[config.mk]
export PLATFORM = sky130hd
export DESIGN_NAME = mips_lite_core
export DESIGN_NICKNAME = d
export VERILOG_FILES = /design/src/common/mips_pkg.sv /design/src/execute/alu.sv /design/src/execute/execute_stage.sv /design/src/decode_stage.sv /design/src/mem_stage.sv /design/src/mips_lite_core.sv /design/src/reg_file.sv
export SDC_FILE = /design/constraint.sdc
export NUM_CORES = 2
export LEC_CHECK = 0
export BUFFER_PORTS_ARGS = -buffer_cell sky130_fd_sc_hd__buf_4
export CORE_MARGIN = 2
export CORE_UTILIZATION = 30
export CTS_CLUSTER_SIZE = 24
export DETAILED_ROUTE_END_ITERATION = 6
export PLACE_DENSITY_LB_ADDON = 0.3
export SKIP_CTS_REPAIR_TIMING = 1
export SYNTH_ARGS = -nofsm -noshare
export SYNTH_HDL_FRONTEND = slang
export SYNTH_SLANG_ARGS = --single-unit
export TNS_END_PERCENT = 10
[constraint.sdc]
create_clock -name clk -period 4.5 [get_ports clk]
set_clock_uncertainty 0.2 [all_clocks]
set_input_delay 1.35 -clock clk [delete_from_list [all_inputs] [get_ports clk]]
set_output_delay 1.35 -clock clk [all_outputs]
set_load 0.02 [all_outputs]
[src/common/mips_pkg.sv]
// shared widths, opcode and funct codes, operation enums and stage payload structs
`default_nettype none

package mips_pkg;

   localparam int xlen = 32;

   typedef logic [4:0]      reg_idx_t;
   typedef logic [xlen-1:0] word_t;

   // primary opcodes, instruction bits 31:26
   localparam logic [5:0] op_rtype = 6'h00;
   localparam logic [5:0] op_addi  = 6'h08;
   localparam logic [5:0] op_addiu = 6'h09;
   localparam logic [5:0] op_slti  = 6'h0a;
   localparam logic [5:0] op_sltiu = 6'h0b;
   localparam logic [5:0] op_andi  = 6'h0c;
   localparam logic [5:0] op_ori   = 6'h0d;
   localparam logic [5:0] op_xori  = 6'h0e;
   localparam logic [5:0] op_lui   = 6'h0f;
   localparam logic [5:0] op_lb    = 6'h20;
   localparam logic [5:0] op_lh    = 6'h21;
   localparam logic [5:0] op_lw    = 6'h23;
   localparam logic [5:0] op_lbu   = 6'h24;
   localparam logic [5:0] op_lhu   = 6'h25;
   localparam logic [5:0] op_sb    = 6'h28;
   localparam logic [5:0] op_sh    = 6'h29;
   localparam logic [5:0] op_sw    = 6'h2b;

   // r-type funct codes, instruction bits 5:0
   localparam logic [5:0] fn_sll  = 6'h00;
   localparam logic [5:0] fn_srl  = 6'h02;
   localparam logic [5:0] fn_sra  = 6'h03;
   localparam logic [5:0] fn_sllv = 6'h04;
   localparam logic [5:0] fn_srlv = 6'h06;
   localparam logic [5:0] fn_srav = 6'h07;
   localparam logic [5:0] fn_add  = 6'h20;
   localparam logic [5:0] fn_addu = 6'h21;
   localparam logic [5:0] fn_sub  = 6'h22;
   localparam logic [5:0] fn_subu = 6'h23;
   localparam logic [5:0] fn_and  = 6'h24;
   localparam logic [5:0] fn_or   = 6'h25;
   localparam logic [5:0] fn_xor  = 6'h26;
   localparam logic [5:0] fn_nor  = 6'h27;
   localparam logic [5:0] fn_slt  = 6'h2a;
   localparam logic [5:0] fn_sltu = 6'h2b;

   typedef enum logic [3:0] {
      alu_add, alu_sub, alu_and, alu_or, alu_xor, alu_nor, alu_slt,
      alu_sltu, alu_sll, alu_srl, alu_sra, alu_sllv, alu_srlv, alu_srav
   } alu_op_e;

   // ten memory-side operations, so four bits are needed
   typedef enum logic [3:0] {
      mem_none, mem_lb, mem_lbu, mem_lh, mem_lhu, mem_lw,
      mem_sb, mem_sh, mem_sw, mem_lui
   } mem_op_e;

   typedef struct packed {
      alu_op_e alu_op;
      logic    use_imm;
      logic    sign_ext;
      logic    wr_en;
      mem_op_e mem_op;
   } ctrl_t;

   // decode to execute
   typedef struct packed {
      ctrl_t      ctrl;
      word_t      rs_val;
      word_t      rt_val;
      word_t      imm;
      logic [4:0] shamt;
      reg_idx_t   wr_reg;
      word_t      upper_imm;
   } ex_pkt_t;

   // execute to memory
   typedef struct packed {
      mem_op_e    mem_op;
      logic       wr_en;
      reg_idx_t   wr_reg;
      word_t      alu_result;
      word_t      st_data;
      logic [3:0] byte_en;
   } mem_pkt_t;

   // register write as seen at the core boundary, 38 bits
   typedef struct packed {
      logic     valid;
      reg_idx_t wr_reg;
      word_t    data;
   } wb_t;

endpackage

`default_nettype wire

[src/execute/alu.sv]
// integer alu: add, sub, logic ops, set-less-than and shifts
`timescale 1ns/1ps
`default_nettype none

module alu (
   input  mips_pkg::alu_op_e op,
   input  mips_pkg::word_t   a,
   input  mips_pkg::word_t   b,
   input  logic [4:0]        shamt,
   output mips_pkg::word_t   result
);
   import mips_pkg::*;

   logic lt_signed;
   logic lt_unsigned;

   assign lt_signed   = ($signed(a) < $signed(b));
   assign lt_unsigned = (a < b);

   // a is rs, b is rt or the extended immediate
   always_comb begin
      case (op)
         // wraps, no overflow trap
         alu_add:  result = a + b;
         alu_sub:  result = a - b;
         alu_and:  result = a & b;
         alu_or:   result = a | b;
         alu_xor:  result = a ^ b;
         alu_nor:  result = ~(a | b);
         alu_slt:  result = {{(xlen-1){1'b0}}, lt_signed};
         alu_sltu: result = {{(xlen-1){1'b0}}, lt_unsigned};
         // shifts act on rt, amount from shamt
         alu_sll:  result = b << shamt;
         alu_srl:  result = b >> shamt;
         alu_sra:  result = word_t'($signed(b) >>> shamt);
         // variable shifts take the amount from rs
         alu_sllv: result = b << a[4:0];
         alu_srlv: result = b >> a[4:0];
         alu_srav: result = word_t'($signed(b) >>> a[4:0]);
         default:  result = '0;
      endcase
   end

endmodule

`default_nettype wire

[src/execute/execute_stage.sv]
// execute stage: pipeline register, operand select, store lane alignment
`timescale 1ns/1ps
`default_nettype none

module execute_stage (
   input  logic               clk,
   input  logic               rst_b,
   input  logic               ex_valid,
   input  mips_pkg::ex_pkt_t  ex_pkt,
   output logic               mem_valid,
   output mips_pkg::mem_pkt_t mem_pkt
);
   import mips_pkg::*;

   ex_pkt_t    pkt_q;
   logic       valid_q;
   word_t      op_b;
   word_t      alu_result;
   logic [1:0] offset;

   always_ff @(posedge clk or negedge rst_b) begin
      if (!rst_b) begin
         valid_q <= 1'b0;
      end else begin
         valid_q <= ex_valid;
      end
   end

   always_ff @(posedge clk) begin
      pkt_q <= ex_pkt;
   end

   // immediate or rt as second operand
   assign op_b = pkt_q.ctrl.use_imm ? pkt_q.imm : pkt_q.rt_val;

   alu u_alu (
      .op     (pkt_q.ctrl.alu_op),
      .a      (pkt_q.rs_val),
      .b      (op_b),
      .shamt  (pkt_q.shamt),
      .result (alu_result)
   );

   // byte lane within the word
   assign offset = alu_result[1:0];

   always_comb begin
      mem_pkt.mem_op     = pkt_q.ctrl.mem_op;
      mem_pkt.wr_en      = pkt_q.ctrl.wr_en;
      mem_pkt.wr_reg     = pkt_q.wr_reg;
      mem_pkt.alu_result = (pkt_q.ctrl.mem_op == mem_lui) ? pkt_q.upper_imm : alu_result;
      mem_pkt.st_data    = pkt_q.rt_val;
      mem_pkt.byte_en    = 4'b0000;
      case (pkt_q.ctrl.mem_op)
         mem_sb: begin
            mem_pkt.st_data = {24'h000000, pkt_q.rt_val[7:0]} << {offset, 3'b000};
            mem_pkt.byte_en = 4'b0001 << offset;
         end
         // halfword lane from bit 1, bit 0 ignored
         mem_sh: begin
            mem_pkt.st_data = {16'h0000, pkt_q.rt_val[15:0]} << {offset[1], 4'b0000};
            mem_pkt.byte_en = 4'b0011 << {offset[1], 1'b0};
         end
         mem_sw:  mem_pkt.byte_en = 4'b1111;
         default: mem_pkt.byte_en = 4'b0000;
      endcase
   end

   assign mem_valid = valid_q;

endmodule

`default_nettype wire

[src/decode_stage.sv]
// decode stage: instruction register, field decode, immediate extension, operand read
`timescale 1ns/1ps
`default_nettype none

module decode_stage (
   input  logic               clk,
   input  logic               rst_b,
   input  logic               inst_valid,
   input  mips_pkg::word_t    inst,
   output mips_pkg::reg_idx_t rs_idx,
   output mips_pkg::reg_idx_t rt_idx,
   input  mips_pkg::word_t    rs_val,
   input  mips_pkg::word_t    rt_val,
   output logic               ex_valid,
   output mips_pkg::ex_pkt_t  ex_pkt
);
   import mips_pkg::*;

   word_t       ir;
   logic        ir_valid;
   logic [5:0]  opcode;
   logic [5:0]  funct;
   logic [15:0] imm16;
   logic        is_rtype;
   ctrl_t       ctrl;

   always_ff @(posedge clk or negedge rst_b) begin
      if (!rst_b) begin
         ir_valid <= 1'b0;
      end else begin
         ir_valid <= inst_valid;
      end
   end

   // a bubble leaves the old word in place, ir_valid marks it dead
   always_ff @(posedge clk) begin
      if (inst_valid) begin
         ir <= inst;
      end
   end

   assign opcode   = ir[31:26];
   assign funct    = ir[5:0];
   assign imm16    = ir[15:0];
   assign rs_idx   = ir[25:21];
   assign rt_idx   = ir[20:16];
   assign is_rtype = (opcode == op_rtype);

   // start from an immediate-class op, then narrow by opcode
   always_comb begin
      ctrl = '{alu_op: alu_add, use_imm: 1'b1, sign_ext: 1'b1, wr_en: 1'b1, mem_op: mem_none};
      case (opcode)
         op_rtype: begin
            ctrl.use_imm = 1'b0;
            case (funct)
               fn_add, fn_addu: ctrl.alu_op = alu_add;
               fn_sub, fn_subu: ctrl.alu_op = alu_sub;
               fn_and:          ctrl.alu_op = alu_and;
               fn_or:           ctrl.alu_op = alu_or;
               fn_xor:          ctrl.alu_op = alu_xor;
               fn_nor:          ctrl.alu_op = alu_nor;
               fn_slt:          ctrl.alu_op = alu_slt;
               fn_sltu:         ctrl.alu_op = alu_sltu;
               fn_sll:          ctrl.alu_op = alu_sll;
               fn_srl:          ctrl.alu_op = alu_srl;
               fn_sra:          ctrl.alu_op = alu_sra;
               fn_sllv:         ctrl.alu_op = alu_sllv;
               fn_srlv:         ctrl.alu_op = alu_srlv;
               fn_srav:         ctrl.alu_op = alu_srav;
               // unknown funct turns into a no-op
               default:         ctrl.wr_en = 1'b0;
            endcase
         end
         op_addi, op_addiu: ctrl.alu_op = alu_add;
         op_slti:           ctrl.alu_op = alu_slt;
         // sltiu still sign-extends, compare is unsigned
         op_sltiu:          ctrl.alu_op = alu_sltu;
         op_andi:           ctrl.alu_op = alu_and;
         op_ori:            ctrl.alu_op = alu_or;
         op_xori:           ctrl.alu_op = alu_xor;
         op_lui:            ctrl.mem_op = mem_lui;
         op_lb:             ctrl.mem_op = mem_lb;
         op_lbu:            ctrl.mem_op = mem_lbu;
         op_lh:             ctrl.mem_op = mem_lh;
         op_lhu:            ctrl.mem_op = mem_lhu;
         op_lw:             ctrl.mem_op = mem_lw;
         op_sb:             ctrl.mem_op = mem_sb;
         op_sh:             ctrl.mem_op = mem_sh;
         op_sw:             ctrl.mem_op = mem_sw;
         default:           ctrl.wr_en = 1'b0;
      endcase
      // logical immediates are zero-extended
      if (opcode inside {op_andi, op_ori, op_xori}) begin
         ctrl.sign_ext = 1'b0;
      end
      // stores write memory only
      if (ctrl.mem_op inside {mem_sb, mem_sh, mem_sw}) begin
         ctrl.wr_en = 1'b0;
      end
   end

   always_comb begin
      ex_pkt.ctrl      = ctrl;
      ex_pkt.rs_val    = rs_val;
      ex_pkt.rt_val    = rt_val;
      ex_pkt.imm       = ctrl.sign_ext ? {{16{imm16[15]}}, imm16} : {16'h0000, imm16};
      ex_pkt.shamt     = ir[10:6];
      // rd for r-type, rt for everything else
      ex_pkt.wr_reg    = is_rtype ? ir[15:11] : rt_idx;
      ex_pkt.upper_imm = {imm16, 16'h0000};
   end

   assign ex_valid = ir_valid;

endmodule

`default_nettype wire

[src/mem_stage.sv]
// memory stage: pipeline register, data memory port, load alignment, writeback register
`timescale 1ns/1ps
`default_nettype none

module mem_stage (
   input  logic               clk,
   input  logic               rst_b,
   input  logic               mem_valid,
   input  mips_pkg::mem_pkt_t mem_pkt,
   output logic [29:0]        mem_addr,
   output mips_pkg::word_t    mem_wdata,
   output logic [3:0]         mem_be,
   input  mips_pkg::word_t    mem_rdata,
   output mips_pkg::wb_t      wb
);
   import mips_pkg::*;

   mem_pkt_t pkt_q;
   logic     valid_q;
   word_t    shifted;
   word_t    load_data;
   logic     wb_valid_q;
   reg_idx_t wb_reg_q;
   word_t    wb_data_q;

   always_ff @(posedge clk or negedge rst_b) begin
      if (!rst_b) begin
         valid_q <= 1'b0;
      end else begin
         valid_q <= mem_valid;
      end
   end

   always_ff @(posedge clk) begin
      pkt_q <= mem_pkt;
   end

   // word address, lane already placed by execute
   assign mem_addr  = pkt_q.alu_result[xlen-1:2];
   assign mem_wdata = pkt_q.st_data;
   // a dead slot must not write memory
   assign mem_be    = valid_q ? pkt_q.byte_en : 4'b0000;

   // bring the addressed byte or halfword down to bit 0
   assign shifted = mem_rdata >> {pkt_q.alu_result[1:0], 3'b000};

   always_comb begin
      case (pkt_q.mem_op)
         mem_lb:  load_data = {{24{shifted[7]}}, shifted[7:0]};
         mem_lbu: load_data = {24'h000000, shifted[7:0]};
         mem_lh:  load_data = {{16{shifted[15]}}, shifted[15:0]};
         mem_lhu: load_data = {16'h0000, shifted[15:0]};
         mem_lw:  load_data = mem_rdata;
         // alu ops and lui carry their value in alu_result
         default: load_data = pkt_q.alu_result;
      endcase
   end

   // writes to register 0 never show up on wb
   always_ff @(posedge clk or negedge rst_b) begin
      if (!rst_b) begin
         wb_valid_q <= 1'b0;
      end else begin
         wb_valid_q <= valid_q && pkt_q.wr_en && (pkt_q.wr_reg != '0);
      end
   end

   always_ff @(posedge clk) begin
      wb_reg_q  <= pkt_q.wr_reg;
      wb_data_q <= load_data;
   end

   assign wb = '{valid: wb_valid_q, wr_reg: wb_reg_q, data: wb_data_q};

endmodule

`default_nettype wire

[src/mips_lite_core.sv]
// four-stage integer core top level, stage instances and their wiring
`timescale 1ns/1ps
`default_nettype none

module mips_lite_core (
   input  logic            clk,
   input  logic            rst_b,
   input  logic            inst_valid,
   input  mips_pkg::word_t inst,
   input  mips_pkg::word_t mem_rdata,
   output logic [29:0]     mem_addr,
   output mips_pkg::word_t mem_wdata,
   output logic [3:0]      mem_be,
   output mips_pkg::wb_t   wb
);
   import mips_pkg::*;

   // decode to register file
   reg_idx_t rs_idx;
   reg_idx_t rt_idx;
   word_t    rs_val;
   word_t    rt_val;

   // stage payloads
   logic     ex_valid;
   ex_pkt_t  ex_pkt;
   logic     mem_valid;
   mem_pkt_t mem_pkt;

   decode_stage u_decode (
      .clk        (clk),
      .rst_b      (rst_b),
      .inst_valid (inst_valid),
      .inst       (inst),
      .rs_idx     (rs_idx),
      .rt_idx     (rt_idx),
      .rs_val     (rs_val),
      .rt_val     (rt_val),
      .ex_valid   (ex_valid),
      .ex_pkt     (ex_pkt)
   );

   // written from the wb port, which also feeds the read bypass
   reg_file u_reg_file (
      .clk    (clk),
      .rst_b  (rst_b),
      .rs_idx (rs_idx),
      .rt_idx (rt_idx),
      .rs_val (rs_val),
      .rt_val (rt_val),
      .wb     (wb)
   );

   execute_stage u_execute (
      .clk       (clk),
      .rst_b     (rst_b),
      .ex_valid  (ex_valid),
      .ex_pkt    (ex_pkt),
      .mem_valid (mem_valid),
      .mem_pkt   (mem_pkt)
   );

   mem_stage u_mem (
      .clk       (clk),
      .rst_b     (rst_b),
      .mem_valid (mem_valid),
      .mem_pkt   (mem_pkt),
      .mem_addr  (mem_addr),
      .mem_wdata (mem_wdata),
      .mem_be    (mem_be),
      .mem_rdata (mem_rdata),
      .wb        (wb)
   );

endmodule

`default_nettype wire

[src/reg_file.sv]
// 32x32 register file, zero register, two bypassed read ports
`timescale 1ns/1ps
`default_nettype none

module reg_file (
   input  logic               clk,
   input  logic               rst_b,
   input  mips_pkg::reg_idx_t rs_idx,
   input  mips_pkg::reg_idx_t rt_idx,
   output mips_pkg::word_t    rs_val,
   output mips_pkg::word_t    rt_val,
   input  mips_pkg::wb_t      wb
);
   import mips_pkg::*;

   word_t regs [32];

   // wb.valid is never set for register 0, so it stays zero
   always_ff @(posedge clk or negedge rst_b) begin
      if (!rst_b) begin
         for (int i = 0; i < 32; i++) begin
            regs[i] <= '0;
         end
      end else if (wb.valid) begin
         regs[wb.wr_reg] <= wb.data;
      end
   end

   // reads see the write that lands at the end of this cycle
   assign rs_val = (rs_idx == '0)                       ? '0      :
                   (wb.valid && (wb.wr_reg == rs_idx)) ? wb.data :
                                                         regs[rs_idx];

   assign rt_val = (rt_idx == '0)                       ? '0      :
                   (wb.valid && (wb.wr_reg == rt_idx)) ? wb.data :
                                                         regs[rt_idx];

endmodule

`default_nettype wire

==> results.toml <==
[status]
status = "finished clean"

[detailed_routing]
routed_wl_um = 302000
drt_iter0_drc = 5566
drc_errors = 0
postRouteAntennaNets = 0
num_vias = 53513
viasPerCell = 5.83
routedWlPerCell_um = 32.9
dr.pass1.iters = 6

[timing]
hold_viol = 0
setup_viol = 0
final.min_clock_period_ns = 4.44
rsz0062_at_grt = "true"
finalCritPeriodShare = 0.986
max_freq_mhz = 225
fin_setup_tns_ns = 0
slew_headroom = 0.0844
whs_ns = 0.123
slew_viol_final = 0
worst_pin_slew_ns = 1.36

[power_and_ir_drop]
sequentialPowerShare = 0.387
p_leak_nw = 37.8
power.total_mw = 39.9
p_int_mw = 25.9
ir_worst_vdd_uv = 389
p_switching_mw = 14.0
p_clk_frac = 0.319
netSwitchingFraction = 0.350
power_density_mw_per_mm2 = 466
combPwrFrac = 0.294

[setup_path]
start_kind = "register"
critical_path_class = "reg -> reg"
required_ns = 4.94
end_kind = "register"
cp_slowest_stage_delay_ns = 0.47
crit_start = "u_execute.pkt_q[144]"
path_cells = "buf_4 > mux2i_2 > ha_1 > buf_4 > nand3_1 > a2111oi_1 > buf_4 > a211o_1 > a211oi_1 > buf_4 > o41ai_1 > buf_4 > buf_4 > o31a_1 > xnor2_1 > o22ai_1 > nor3_1 > a21oi_1"
timing.rr.start = "u_execute.pkt_q[144]"
cp_top_family = "compound AO/OA/AOI/OAI gates"
worst-path-max-fanout = 7
cpMostUsedCell = "buf_4"
crit_slowest_cell = "a2111oi_1"
worstPathBufferInverterCount = 6
crit_arrival_ns = 4.88

[global_route]
antenna_found_initial = 29
first_global_vias = 53878
grt_max_degree = 105
grt_util_all_layers = 0.238
grt-ovfl-total = 0
grt_pass1_wl_um = 423000

[synthesis]
syn_nets = 5835
synth-edff-count = 32
synth.largest_area_cell = "dfrtp_1"
synth_ff_type = "dfrtp_1"
synth.ff_latch_count = 1271
synth_top_area_frac = 0.352
synthTopCellsByArea = "dfrtp_1 35%, mux4_2 20%, mux2_2 16%"
avgSynthCellArea_um2 = 12.9
yosysMostFrequentCell = "mux2_2"
synth_warnings = 0
ys_seq_area_frac = 0.423
netlist_area_mm2 = 0.0731
synth_common_cells = "1047 x mux2_2, 1028 x dfrtp_1, 644 x mux4_2, 390 x clkbuf_1, 310 x nor2_1"
synth_cell_types = 89
async_flop_share = 0.809
syn_inst = 5670

[run]
drv_cap = 0

[floorplanning]
core-area_mm2 = 0.243
core.rowCount = 181
die_w_um = 498
die_height_um = 498
ios = 171
die_area_mm2 = 0.248
initial_core_util = 0.301

[final_layout]
final_core_util = 0.353
final_layout_size_suffix_gt1_frac = 0.444
final_nets = 6012
fillers = 23714
area_growth_pct = 17.2

[min_path]
hp-start = "u_execute.mem_pkt[70]"
hold_class = "reg -> reg"

[place]
hpwl_um = 204000
gp_congestion = 1.07
numPortBuffers = 170

[clock_tree]
clk_pin_slew_worst_paths_ns = 0.06
tritoncts = "built"
worst_skew_pair.late_latency_ns = 0.83
numClockSinks = 1271
cts_buffers = 147
cts_buffer_depth = 3
cts-root-buf = "clkbuf_16"
htreeDepth = 4
[path summary, 6_finish.rpt]
path	end	slack, ns	cells after the start
hold reg to reg	u_mem.pkt_q[70]	0.12	0
setup / recovery	u_mem.mem_addr[17]	0.06	18
max in group asynchronous	u_reg_file.regs[966]	2.73	2
min in group asynchronous	u_reg_file.regs[797]	0.26	1
setup reg to reg	u_mem.mem_addr[17]	0.06	18
hold / removal	u_mem.pkt_q[70]	0.12	0
[flip-flops by register name, indices dropped and copies added (netlist names), 5 cells and up]
| register | count |
|---|---|
| u_mem.mem_addr | 30 |
| u_mem.pkt_q | 16 |
| u_mem.mem_wdata | 32 |
| u_execute.mem_pkt | 10 |
| u_decode.ir | 32 |
| u_mem.wb_reg_q | 5 |
| u_mem.wb_data_q | 32 |
| u_reg_file.regs | 1024 |
| u_execute.pkt_q | 86 |
[kinds of logic (layout without fill, tap and decap cells)]
kind of cell,count (synthesis),in the layout,synth area share
other cells,0,9,0
xor+xnor,39,39,0.00467
flops,1271,1271,0.423
simple gates,786,786,0.0481
fa+ha+maj,99,99,0.0171
buf+inv,707,1005,0.0407
compound gates,856,856,0.0762
mux,1912,1912,0.390
[through the flow]
step	cells	instance area [µm²]	setup slack (ns)
5_1_grt	9171	85600	-0.0458
2_1_floorplan	5670	73100	0.254
6_report	9179	85600	0.0634
3_5_place_dp	8900	80400	-0.402
3_3_place_gp	8900	80400	-0.388
4_1_cts	9170	85500	-0.401
[power by group through the flow]
stage	clock network (mW)	registers, mW	logic [mW]
2_1_floorplan	0	14.8	7.15
3_3_place_gp	0	15.4	11.5
3_5_place_dp	0	15.6	11.6
4_1_cts	13.0	15.4	11.6
5_1_grt	13.4	15.6	12.4
6_report	12.7	15.4	11.7
[metal layers]
layer | GRT usage | routed length (µm) | vias up
met5 | 0 | 115 | -
met4 | 0.125 | 17400 | 16
met3 | 0.0401 | 20900 | 639
met2 | 0.379 | 140000 | 2418
met1 | 0.312 | 123000 | 28526
li1 | - | - | 21914
[area by class of cell]
type,count,area [µm²],share of cell area
timing repair buffer,622,5480,0.0640
clock inverter,45,704,0.00823
inverter,113,424,0.00495
tap,3202,4010,0.0468
multi-input combinational,3692,39700,0.464
antenna,9,22.5,0.000263
sequential,1271,30900,0.361
clock buffer,225,4390,0.0512
[cells in the final DEF (no fill, tap or decap), types with 13 or more instances in the layout]
cell type	n
a21oi_1	216
o22ai_1	20
a22o_1	27
o21ai_0	186
clkbuf_1	41
clkbuf_16	151
nor2_1	291
edfxtp_1	32
dfxtp_1	211
mux2i_1	208
a221oi_1	33
o21bai_1	13
nand3_1	28
a211oi_1	105
buf_4	557
dfrtp_1	1028
nor2_4	18
and3_1	16
nand2_1	244
mux4_2	644
a31oi_1	20
clkbuf_8	33
o211ai_1	41
nor2b_1	23
xor2_1	16
a21o_1	32
inv_1	110
nor3_1	33
nand2_4	16
mux2_2	1047
ha_1	96
a22oi_1	27
buf_12	64
xnor2_1	23
[worst register-to-register path, stage by stage, from the launching register on]
cell and delay, ns:
dfxtp_1 0.35, buf_4 0.20, mux2i_2 0.25, ha_1 0.22, buf_4 0.19, nand3_1 0.18, a2111oi_1 0.47, buf_4 0.20
a211o_1 0.17, a211oi_1 0.09, buf_4 0.15, o41ai_1 0.29, buf_4 0.21, buf_4 0.11, o31a_1 0.16, xnor2_1 0.19
o22ai_1 0.13, nor3_1 0.33, a21oi_1 0.21
No activity file was read; power rests on OpenSTA's default activity.
